[src/execConsts.svh]
`ifndef EXEC_CONSTS_SVH
`define EXEC_CONSTS_SVH

// Operand and result width of the datapath
`define EXEC_DW 16

// Low bits of operand b used as shift distance
`define EXEC_SHW 4

// Cycles from inValid to resValid
`define EXEC_DEPTH 3

`endif

[src/execPkg.sv]
`default_nettype none
`include "execConsts.svh"

package execPkg;

        // Micro-op codes issued by the control FSM of the core
        typedef enum logic [5:0] {
                OP_LW_1 = 6'b000000, // Load address phase
                OP_LW_2 = 6'b000001, // Load memory phase
                OP_LW_3 = 6'b000010, // Load writeback phase
                OP_SW_1 = 6'b000011, // Store address phase
                OP_SW_2 = 6'b000100, // Store data phase
                OP_MOV  = 6'b000101,
                OP_ADD  = 6'b000110,
                OP_SUB  = 6'b000111,
                OP_MUL  = 6'b001000,
                OP_DIV  = 6'b001001,
                OP_AND  = 6'b001010,
                OP_OR   = 6'b001011,
                OP_SHL  = 6'b001100,
                OP_SHR  = 6'b001101,
                OP_CMP  = 6'b001110, // Flags only
                OP_NOT  = 6'b001111,
                OP_JR   = 6'b010000, // Jump register
                OP_JPC  = 6'b010001, // Jump on condition
                OP_BRFL = 6'b010010, // Branch on stored flag
                OP_CALL = 6'b010011,
                OP_RET  = 6'b010100,
                OP_NOP  = 6'b010101
        } microOpE;

        // ALU function where code zero never occurs
        typedef enum logic [3:0] {
                FN_ADD      = 4'd1,
                FN_SUB      = 4'd2,
                FN_MUL      = 4'd3,
                FN_DIV      = 4'd4,
                FN_MOVE     = 4'd5,  // Pass b
                FN_LOADPASS = 4'd6,  // Pass a
                FN_AND      = 4'd7,
                FN_OR       = 4'd8,
                FN_SHL      = 4'd9,
                FN_SHR      = 4'd10,
                FN_CMP      = 4'd11,
                FN_NOT      = 4'd12,
                FN_JUMP     = 4'd13,
                FN_BRANCH   = 4'd14,
                FN_NOP      = 4'd15
        } aluFuncE;

        typedef struct packed {
                microOpE              microOp;
                logic [`EXEC_DW-1:0]  a;
                logic [`EXEC_DW-1:0]  b;
        } opInS;

        typedef struct packed {
                aluFuncE              func;
                logic [`EXEC_DW-1:0]  a;
                logic [`EXEC_DW-1:0]  b;
                logic                 writeEn;
                logic                 illegal;  // Code outside the table
        } decodedS;

        typedef struct packed {
                logic zero;   // a == b
                logic neg;    // Signed a < b
                logic carry;  // Unsigned a < b
        } flagsS;

        typedef struct packed {
                aluFuncE              func;
                logic [`EXEC_DW-1:0]  data;
                flagsS                flags;
                logic                 writeEn;
                logic                 divZero;
                logic                 illegal;
        } executedS;

        typedef struct packed {
                logic [`EXEC_DW-1:0]  data;
                logic                 writeEn;
                logic                 takeBranch;
                logic                 divZero;
                logic                 illegal;
        } resultS;

endpackage

`default_nettype wire

[src/aluControl.sv]
`timescale 1ns/1ps
`default_nettype none

module aluControl (
        input  wire                clk,
        input  wire                rst,
        input  wire execPkg::opInS opIn,
        input  wire                inValid,
        output execPkg::decodedS   decoded,
        output logic               decValid
);

        execPkg::aluFuncE nextFunc;     // Decoded function
        logic             nextWriteEn;  // Result goes to a register
        logic             nextIllegal;

        // Micro-op to ALU function
        always_comb begin
                nextIllegal = 1'b0;                   // Cleared for every known code
                case (opIn.microOp)
                        execPkg::OP_LW_1, execPkg::OP_SW_1, execPkg::OP_ADD: begin
                                nextFunc = execPkg::FN_ADD;  // Address sum shares the adder
                        end
                        execPkg::OP_SUB:  nextFunc = execPkg::FN_SUB;
                        execPkg::OP_MUL:  nextFunc = execPkg::FN_MUL;
                        execPkg::OP_DIV:  nextFunc = execPkg::FN_DIV;
                        execPkg::OP_LW_2, execPkg::OP_SW_2, execPkg::OP_MOV: begin
                                nextFunc = execPkg::FN_MOVE;
                        end
                        execPkg::OP_LW_3: nextFunc = execPkg::FN_LOADPASS;  // Loaded word on a
                        execPkg::OP_AND:  nextFunc = execPkg::FN_AND;
                        execPkg::OP_OR:   nextFunc = execPkg::FN_OR;
                        execPkg::OP_SHL:  nextFunc = execPkg::FN_SHL;
                        execPkg::OP_SHR:  nextFunc = execPkg::FN_SHR;
                        execPkg::OP_CMP:  nextFunc = execPkg::FN_CMP;
                        execPkg::OP_NOT:  nextFunc = execPkg::FN_NOT;
                        execPkg::OP_JR, execPkg::OP_JPC,
                        execPkg::OP_CALL, execPkg::OP_RET: begin
                                nextFunc = execPkg::FN_JUMP;  // All unconditional here
                        end
                        execPkg::OP_BRFL: nextFunc = execPkg::FN_BRANCH;
                        execPkg::OP_NOP:  nextFunc = execPkg::FN_NOP;
                        default: begin
                                nextFunc    = execPkg::FN_NOP;  // Unknown code does nothing
                                nextIllegal = 1'b1;
                        end
                endcase
        end

        // Write-enable class
        always_comb begin
                case (opIn.microOp)
                        execPkg::OP_ADD, execPkg::OP_SUB, execPkg::OP_MUL,
                        execPkg::OP_DIV, execPkg::OP_MOV, execPkg::OP_AND,
                        execPkg::OP_OR, execPkg::OP_SHL, execPkg::OP_SHR,
                        execPkg::OP_NOT, execPkg::OP_LW_3: begin
                                nextWriteEn = 1'b1;
                        end
                        default: begin
                                nextWriteEn = 1'b0;  // Address phases, CMP, jumps, NOP
                        end
                endcase
        end

        always_ff @(posedge clk) begin
                if (rst) begin
                        decValid <= 1'b0;
                end else begin
                        decValid <= inValid;  // One cycle through decode
                end
        end

        // Payload follows the input every cycle
        always_ff @(posedge clk) begin
                decoded.func    <= nextFunc;
                decoded.a       <= opIn.a;
                decoded.b       <= opIn.b;
                decoded.writeEn <= nextWriteEn;
                decoded.illegal <= nextIllegal;
        end

        // Valid resolves once reset has been applied
        assert property (@(posedge clk) disable iff (rst) !$isunknown(decValid))
                else $error("aluControl: decValid unknown after reset");

endmodule

`default_nettype wire

[src/aluCore.sv]
`timescale 1ns/1ps
`default_nettype none
`include "execConsts.svh"

module aluCore (
        input  wire                   clk,
        input  wire                   rst,
        input  wire execPkg::decodedS decoded,
        input  wire                   decValid,
        output execPkg::executedS     executed,
        output logic                  exeValid
);

        logic [`EXEC_DW-1:0]  nextData;
        logic                 nextDivZero;
        execPkg::flagsS       nextFlags;
        logic [`EXEC_SHW-1:0] shAmt;      // Shift distance from b

        assign shAmt = decoded.b[`EXEC_SHW-1:0];

        // Compare flags for every op but only CMP's are kept
        always_comb begin
                nextFlags.zero  = (decoded.a == decoded.b);
                nextFlags.neg   = ($signed(decoded.a) < $signed(decoded.b));
                nextFlags.carry = (decoded.a < decoded.b);  // Unsigned borrow
        end

        // Result per function
        always_comb begin
                nextDivZero = 1'b0;
                case (decoded.func)
                        execPkg::FN_ADD:      nextData = decoded.a + decoded.b;
                        execPkg::FN_SUB:      nextData = decoded.a - decoded.b;
                        execPkg::FN_MUL:      nextData = decoded.a * decoded.b;  // Low half
                        execPkg::FN_DIV: begin
                                if (decoded.b == '0) begin
                                        nextData    = '1;    // Saturate on divide by zero
                                        nextDivZero = 1'b1;
                                end else begin
                                        nextData = decoded.a / decoded.b;  // Unsigned quotient
                                end
                        end
                        execPkg::FN_MOVE:     nextData = decoded.b;
                        execPkg::FN_LOADPASS: nextData = decoded.a;
                        execPkg::FN_AND:      nextData = decoded.a & decoded.b;
                        execPkg::FN_OR:       nextData = decoded.a | decoded.b;
                        execPkg::FN_SHL:      nextData = decoded.a << shAmt;
                        execPkg::FN_SHR:      nextData = decoded.a >> shAmt;  // Logical
                        execPkg::FN_NOT:      nextData = ~decoded.a;
                        execPkg::FN_JUMP,
                        execPkg::FN_BRANCH:   nextData = decoded.b;  // Target address
                        default: begin
                                nextData = '0;  // CMP and NOP
                        end
                endcase
        end

        always_ff @(posedge clk) begin
                if (rst) begin
                        exeValid <= 1'b0;
                end else begin
                        exeValid <= decValid;
                end
        end

        always_ff @(posedge clk) begin
                executed.func    <= decoded.func;
                executed.data    <= nextData;
                executed.flags   <= nextFlags;
                executed.writeEn <= decoded.writeEn;
                executed.divZero <= nextDivZero;
                executed.illegal <= decoded.illegal;  // Passed through to result
        end

        // Divide fault only ever comes from a divide
        assert property (@(posedge clk) disable iff (rst)
                (exeValid && executed.divZero) |-> (executed.func == execPkg::FN_DIV))
                else $error("aluCore: divZero without DIV");

endmodule

`default_nettype wire

[src/flagStage.sv]
`timescale 1ns/1ps
`default_nettype none

module flagStage (
        input  wire                    clk,
        input  wire                    rst,
        input  wire execPkg::executedS executed,
        input  wire                    exeValid,
        output execPkg::resultS        result,
        output logic                   resValid
);

        execPkg::flagsS flagReg;   // Flags of the last CMP
        logic           nextTake;  // Branch decision

        // Jumps always go and BRANCH tests the stored zero flag
        always_comb begin
                case (executed.func)
                        execPkg::FN_JUMP:   nextTake = exeValid;
                        execPkg::FN_BRANCH: nextTake = exeValid && flagReg.zero;
                        default:            nextTake = 1'b0;
                endcase
        end

        // Flags change only as a valid CMP leaves
        always_ff @(posedge clk) begin
                if (rst) begin
                        flagReg <= '0;
                end else if (exeValid && (executed.func == execPkg::FN_CMP)) begin
                        flagReg <= executed.flags;
                end
        end

        always_ff @(posedge clk) begin
                if (rst) begin
                        resValid <= 1'b0;
                end else begin
                        resValid <= exeValid;  // Third and last stage
                end
        end

        always_ff @(posedge clk) begin
                result.data       <= executed.data;
                result.writeEn    <= executed.writeEn;
                result.takeBranch <= nextTake;  // Already qualified by valid
                result.divZero    <= executed.divZero;
                result.illegal    <= executed.illegal;
        end

        // No branch is reported on an idle cycle
        assert property (@(posedge clk) disable iff (rst) result.takeBranch |-> resValid)
                else $error("flagStage: takeBranch without resValid");

endmodule

`default_nettype wire

[src/execTop.sv]
`timescale 1ns/1ps
`default_nettype none

module execTop (
        input  wire                clk,
        input  wire                rst,
        input  wire execPkg::opInS opIn,
        input  wire                inValid,
        output execPkg::resultS    result,
        output logic               resValid
);

        execPkg::decodedS  decoded;   // Decode to execute
        logic              decValid;
        execPkg::executedS executed;  // Execute to flags
        logic              exeValid;

        aluControl i_aluControl (
                .clk      (clk),
                .rst      (rst),
                .opIn     (opIn),
                .inValid  (inValid),
                .decoded  (decoded),
                .decValid (decValid)
        );

        aluCore i_aluCore (
                .clk      (clk),
                .rst      (rst),
                .decoded  (decoded),
                .decValid (decValid),
                .executed (executed),
                .exeValid (exeValid)
        );

        flagStage i_flagStage (
                .clk      (clk),
                .rst      (rst),
                .executed (executed),
                .exeValid (exeValid),
                .result   (result),
                .resValid (resValid)
        );

endmodule

`default_nettype wire

[config.mk]
export PLATFORM = sky130hd
export DESIGN_NAME = execTop
export DESIGN_NICKNAME = d
export VERILOG_FILES = /design/src/execPkg.sv /design/src/aluControl.sv /design/src/aluCore.sv /design/src/flagStage.sv /design/src/execTop.sv
export VERILOG_INCLUDE_DIRS = /design/src
export SDC_FILE = /design/constraint.sdc
export NUM_CORES = 1
export LEC_CHECK = 0
export ABC_AREA = 1
export BUFFER_PORTS_ARGS = -buffer_cell sky130_fd_sc_hd__buf_2
export CAP_MARGIN = 15
export CORE_MARGIN = 2
export CORE_UTILIZATION = 31
export CTS_BUF_LIST = sky130_fd_sc_hd__clkbuf_2 sky130_fd_sc_hd__clkbuf_4 sky130_fd_sc_hd__clkbuf_8
export CTS_CLUSTER_DIAMETER = 60
export CTS_CLUSTER_SIZE = 28
export DETAILED_ROUTE_END_ITERATION = 7
export MAX_ROUTING_LAYER = met4
export SLEW_MARGIN = 10
export SYNTH_ARGS = -nofsm -noshare
export SYNTH_HDL_FRONTEND = slang
export SYNTH_HIERARCHICAL = 1
export SYNTH_SLANG_ARGS = --single-unit
[constraint.sdc]
create_clock -name clk -period 26.7 [get_ports clk]
set_input_delay 4.005 -clock clk [delete_from_list [all_inputs] [get_ports clk]]
set_output_delay 4.005 -clock clk [all_outputs]
set_load 0.005 [all_outputs]
==> reports/results.tsv, run 1 <==
metric	value	unit
Fillers	5943	
most used cell, CP	nand2_1	
largest net degree at the start of global routing	44	
TritonCTS buffer count	9	
startpoint types	register	
Syn Area/Cell	6.43	µm²
Critical Path Sink	i_aluCore/executed[6]	
Crit Path Max Fanout	16	
Net Switching	465	µW
slowest cell on the critical path	dfxtp_1	
power share of the combinational group	71.7	%
Finished Layout Cells	3430	
wl on met1	28000	µm
H-tree depth	3	
Max clock buf depth	2	
reg-to-reg slack, setup	2.37	ns
fin nets	3087	
WS Path Type	reg -> reg	
Crit Reg-Reg Endpoint	i_aluCore/executed[6]	
crit path DAT	24.67	ns
post-synth net total	3009	
fin crit period	24.33	ns
Clk pwr share	10.8	%
CTS tree	done	
WL met3	4370	µm
met2 WL post-DR	27700	µm
layout cells sized above 1	11.3	%
Placed Cells	3370	
WL final	62500	µm
gr ovfl total	0	
CP required	27.03	ns
Tcrit/Tclk final	91.1	%
antenna-violating nets left	0	
via/cell ratio	5.17	
input/output buffers	61	
synthesized area	0.0170	mm²
area delta synth->final	11.3	%
DRC	0	
max frequency	41.1	MHz
Avg WL per Cell	18.2	µm
Peak VDD IR	0.0000347	V
status	complete, no violations	
PD cells	47.9	mW/mm²
1st-pass router iterations	5	
YS warnings	6	
Max-slew headroom	13.5	%
die area	0.0568	mm²
# IOs	62	
Die Y	238	µm
Max Cap Viol	0	
Pleak	0.0101	µW
CP Launch Point	i_aluControl/decoded[15]	
multi-input logic area	0.0134	mm²
CTS clk-pin slew, worst paths	0.12	ns
Die X	238	µm
Slew Viols, Final	0	
# setup viols final	0	
number of global-route vias before repair	16800	
HPWL after DPL	48300	µm
antenna violations before repair	3	
R2R cell count	176	
hold_buf cts	0	
Internal	443	µW
max layer used	met4	
clock latency on the worst-skew pair	0.46	ns
dpl ws	0.651	ns
clock skew	0.0266	ns
Post-Syn Instances	2650	
sequential share of power	17.6	%
final hold violation count	0	
first-pass GRT wire length	96100	µm
Tot GR Track Use	22.6	%
CTS Sinks	86	
Setup crit end kind	register	
Rows	85	
register area	0.00173	mm²
overall power	908	µW
Root Buffer	clkbuf_8	
worst r2r src	i_aluControl/decoded[15]	
hold_ws	0.317	ns
switching share of power	51.2	%
CP max stage delay	0.57	ns
Worst Slack Setup Final	2.37	ns
GP Congestion	1.04	
Starting Density	31.5	%
Core Area	0.0540	mm²
via count	17700	
worst hold path type	reg -> reg	
Tightest Pin Transition	1.29	ns
initial drt markers	1749	
## flip-flops by register name (all words and copies together), names as in the netlist
register,flops
i_flagStage/resValid,1
i_aluCore/exeValid,1
i_aluControl/decValid,1
i_aluCore/executed,24
i_flagStage/result,20
i_flagStage/flagReg,1
i_aluControl/decoded,38
## final cells by class
class | instances | share of cell area (%)
flip-flops and latches | 86 | 9.14
clock buffers | 10 | 0.693
diodes | 1 | 0.0132
multi-input cells | 2009 | 70.6
well taps | 696 | 4.60
repair inverters | 2 | 0.0660
inverters | 480 | 9.69
clock inverters | 6 | 0.264
repair buffers | 140 | 4.92
## through the flow
step,util (%),area (µm²),TNS [ns]
global placement,33.6,18200,0
global route,35.1,18900,-0.127
finish,35.1,18900,0
floorplan,-,17000,0
detailed placement,33.6,18200,0
CTS,34.0,18400,0
## cell usage in the layout, fill, tap and decap left out, types with 6 or more instances in the layout
cell type   instances
o21ai_2            15
nand2_2            11
o221ai_1           11
clkinvlp_4         10
nand3_1           148
o2111ai_1          16
a211oi_1            9
a21o_1              7
a31oi_1             9
inv_1             462
o211ai_1           13
dfxtp_1            82
xnor2_1            41
a221oi_1            6
nand4_1            16
nand3_4             6
nor2_2              9
o21ai_0           118
a2111oi_0           7
xor2_1             44
mux2i_1             6
o21ai_1            18
o21bai_1           12
o21a_1             10
o22ai_1            24
and2_1             15
nor4_1             15
ha_1              234
nor4_2              6
clkbuf_8            9
a21oi_1           135
or2_2              37
nor3_1             29
nor2_1            145
fa_1               82
buf_2              61
buf_4              76
nand3_2            19
nand2_1           681
## worst max-delay path, delay by kind of cell, from the launching register on
| kind | cells | cell delay, ns |
|---|---|---|
| AND/OR/NAND/NOR | 99 | 10.85 |
| buffers and inverters | 24 | 2.53 |
| AO/OA/AOI/OAI | 38 | 5.75 |
| adder cells (fa/ha/maj) | 15 | 4.44 |
| flip-flops | 1 | 0.57 |
## how the worst min path moves through the flow
| stage | startpoint | endpoint | slack, ns | cells after the start |
|---|---|---|---|---|
| floorplan | i_aluControl/decoded[0] | i_aluCore/executed[0] | 0.31 | 0 |
| global placement | i_aluCore/executed[9] | i_flagStage/result[7] | 0.31 | 0 |
| detailed placement | i_aluCore/executed[11] | i_flagStage/result[9] | 0.31 | 0 |
| CTS | i_aluCore/executed[1] | i_flagStage/result[1] | 0.31 | 0 |
| global route | i_aluCore/executed[1] | i_flagStage/result[1] | 0.31 | 0 |
| finish | i_aluCore/executed[1] | i_flagStage/result[1] | 0.32 | 0 |
## metal layers
metal | vias up | GRT usage (%)
met4 | 0 | 8.26
met2 | 661 | 35.8
met3 | 141 | 2.20
met5 | - | -
li1 | 8728 | -
met1 | 8187 | 29.8
## power by group through the flow
stage | combinational, µW | sequential [µW] | clock (µW)
6_report | 651 | 159 | 97.7
5_1_grt | 746 | 161 | 107
3_3_place_gp | 633 | 162 | 0
2_1_floorplan | 479 | 160 | 0
3_5_place_dp | 635 | 162 | 0
4_1_cts | 639 | 160 | 104
## timing repair
item / 4_1_cts / 5_1_grt
setup buffers: 0 / 38
gates resized for setup: 0 / 68
hold endpoints to repair: 0 / 0
setup endpoints to repair: 0 / 2
No activity file was read; power rests on OpenSTA's default activity.
==> inputs of run 2 (changes only) <==
- PLACE_DENSITY: unset -> 0.58
==> run 2 against run 1 <==
Net effect:
- fmax rose by 0.26%
- wire length rose by 2.3%
- utilization rose by 0.16 points
- sequential share of layout area barely moved
- largest power group unchanged
- non-clock buffer count rose by 13
- via count rose by 0.99%
- sequential cell count did not move
==> reports/results.tsv, run 2 (synthesis results as in run 1) <==
metric	value	unit	change
antenna-violating nets left	0		unchanged
slowest cell on the critical path	ha_1		
CP required	27.03	ns	about the same
Peak VDD IR	0.0000413	V	+19%
Pleak	0.0102	µW	+0.48%
worst r2r src	i_aluControl/decoded[6]		
WL final	63900	µm	+2.3%
hold endpoint	i_flagStage/result[6]		
area delta synth->final	11.8	%	
GP Congestion	1.02		-1.8%
Internal	444	µW	about the same
Tcrit/Tclk final	90.9	%	-0.23 points
Fillers	5953		+0.17%
HPWL after DPL	49500	µm	+2.5%
Root Buffer	clkbuf_8		
WS Path Type	reg -> reg		
Core Area	0.0540	mm²	unchanged
register name with the most flops	i_aluControl/decoded		
PD cells	48.3	mW/mm²	+0.66%
largest net degree at the start of global routing	44		unchanged
first-pass GRT wire length	98200	µm	+2.2%
CTS clk-pin slew, worst paths	0.12	ns	about the same
layout cells sized above 1	12.0	%	+0.61 points
Tightest Pin Transition	1.16	ns	-0.121 ns
Tot GR Track Use	23.1	%	+0.52 points
clock latency on the worst-skew pair	0.47	ns	about the same
number of global-route vias before repair	17100		+1.7%
Slew Viols, Final	0		unchanged
Net Switching	475	µW	+2.1%
CP max stage delay	0.37	ns	-0.20 ns
most frequent cells in the layout	nand2_1 (680), inv_1 (460), ha_1 (234)		
gr ovfl total	0		unchanged
TritonCTS buffer count	9		unchanged
Max Cap Viol	0		unchanged
# IOs	62		unchanged
most used cell, CP	nand2_1		
fin crit period	24.27	ns	-0.0626 ns
Max-slew headroom	20.4	%	+6.9 points
Die X	238	µm	unchanged
Setup crit end kind	register		
startpoint types	register		
# setup viols final	0		unchanged
antenna violations before repair	2		-1
sequential share of power	17.4	%	-0.2 points
Setup TNS	0	ns	unchanged
Starting Density	31.5	%	unchanged
Rows	85		unchanged
1st-pass router iterations	8		+3
initial drt markers	1731		-1.0%
worst hold path type	reg -> reg		
H-tree depth	3		unchanged
Crit Reg-Reg Endpoint	i_aluCore/executed[6]		
Clk pwr share	10.9	%	about the same
Largest register FFs	38		unchanged
Die Y	238	µm	unchanged
DRC	0		unchanged
overall power	918	µW	+1.1%
R2R cell count	184		+4.5%
die area	0.0568	mm²	unchanged
switching share of power	51.7	%	+0.50 points
clock skew	0.0303	ns	+0.00375 ns
Worst Hold Launch	i_aluCore/executed[8]		
Max clock buf depth	2		unchanged
input/output buffers	61		unchanged
Largest regs	i_aluControl/decoded (38), i_aluCore/executed (24), i_flagStage/result (20)		
commonest non-fill, non-tap cell in the layout	nand2_1		
hold depth	0		unchanged
final hold violation count	0		unchanged
fin nets	3098		+0.36%
via count	17900		+0.99%
via/cell ratio	5.20		+0.67%
crit path DAT	24.60	ns	-0.07 ns
status	complete, no violations		
power share of the combinational group	71.8	%	about the same
Crit Path Max Fanout	17		+1
CTS tree	done		
CTS Sinks	86		unchanged
reg-to-reg slack, setup	2.43	ns	+0.06 ns
max frequency	41.2	MHz	+0.26%
Avg WL per Cell	18.6	µm	+1.9%
==> run 2: critical path: cells and delay by family, from the launching register on <==
family                     cells  cell delay, ns
and+or+nand+nor              102           10.49
AOI/OAI and AO/OA             39            5.77
adders and majority gates     15            4.61
buffers and inverters         28            2.97
DFF                            1            0.32
==> run 2: layout make-up <==
class / instances / area [µm²] / share of cell area, %
antenna: 1 / 2.50 / 0.0131
clock buffer: 9 / 124 / 0.651
clock inverter: 7 / 60.1 / 0.316
inverter: 480 / 1850 / 9.70
multi-input combinational: 2008 / 13400 / 70.3
sequential: 86 / 1740 / 9.12
tap: 696 / 871 / 4.58
timing repair buffer: 153 / 1000 / 5.25
timing repair inverter: 1 / 7.51 / 0.0394
==> run 2: how the worst max path moves through the flow <==
stage | from | endpoint | slack, ns | cells after the start
6_report | i_aluControl/decoded[6] | i_aluCore/executed[6] | 2.43 | 184
3_3_place_gp | i_aluControl/decoded[11] | i_aluCore/executed[6] | 0.97 | 176
4_1_cts | i_aluControl/decoded[10] | i_aluCore/executed[6] | 0.25 | 175
2_1_floorplan | i_aluControl/decoded[2] | i_aluCore/executed[6] | 3.94 | 190
5_1_grt | i_aluControl/decoded[33] | i_aluCore/executed[6] | -0.21 | 186
3_5_place_dp | i_aluControl/decoded[11] | i_aluCore/executed[6] | 0.33 | 175
==> run 2: timing repair <==
item | CTS | global route
gates resized for setup | 0 | 73
hold buffers | 0 | 0
setup endpoints to repair | 0 | 2
setup buffers | 0 | 50
==> run 2: layer usage <==
metal	vias to the layer above	track usage [%]	routed length [µm]
met2	692	35.9	28000
li1	8730	-	-
met1	8279	29.8	28400
met3	192	2.96	4180
met5	-	-	0
met4	0	10.6	3260
==> run 2: through the flow <==
| stage | util [%] | area [µm²] | hold WS, ns | worst slack [ns] | instances |
|---|---|---|---|---|---|
| after floorplan | - | 17000 | 0.310 | 3.94 | 2650 |
| after global placement | 33.6 | 18200 | 0.311 | 0.970 | 3370 |
| after detailed placement | 33.7 | 18200 | 0.312 | 0.326 | 3372 |
| after CTS | 34.0 | 18400 | 0.337 | 0.249 | 3388 |
| after global routing | 35.2 | 19000 | 0.341 | -0.214 | 3441 |
| final | 35.2 | 19000 | 0.335 | 2.43 | 3441 |
==> run 2: power by group through the flow <==
| stage | clock network, µW | registers [µW] | logic, µW |
|---|---|---|---|
| final | 99.8 | 160 | 659 |
| after global placement | 0 | 162 | 636 |
| after floorplan | 0 | 160 | 479 |
| after global routing | 109 | 162 | 753 |
| after detailed placement | 0 | 162 | 640 |
| after CTS | 106 | 160 | 644 |
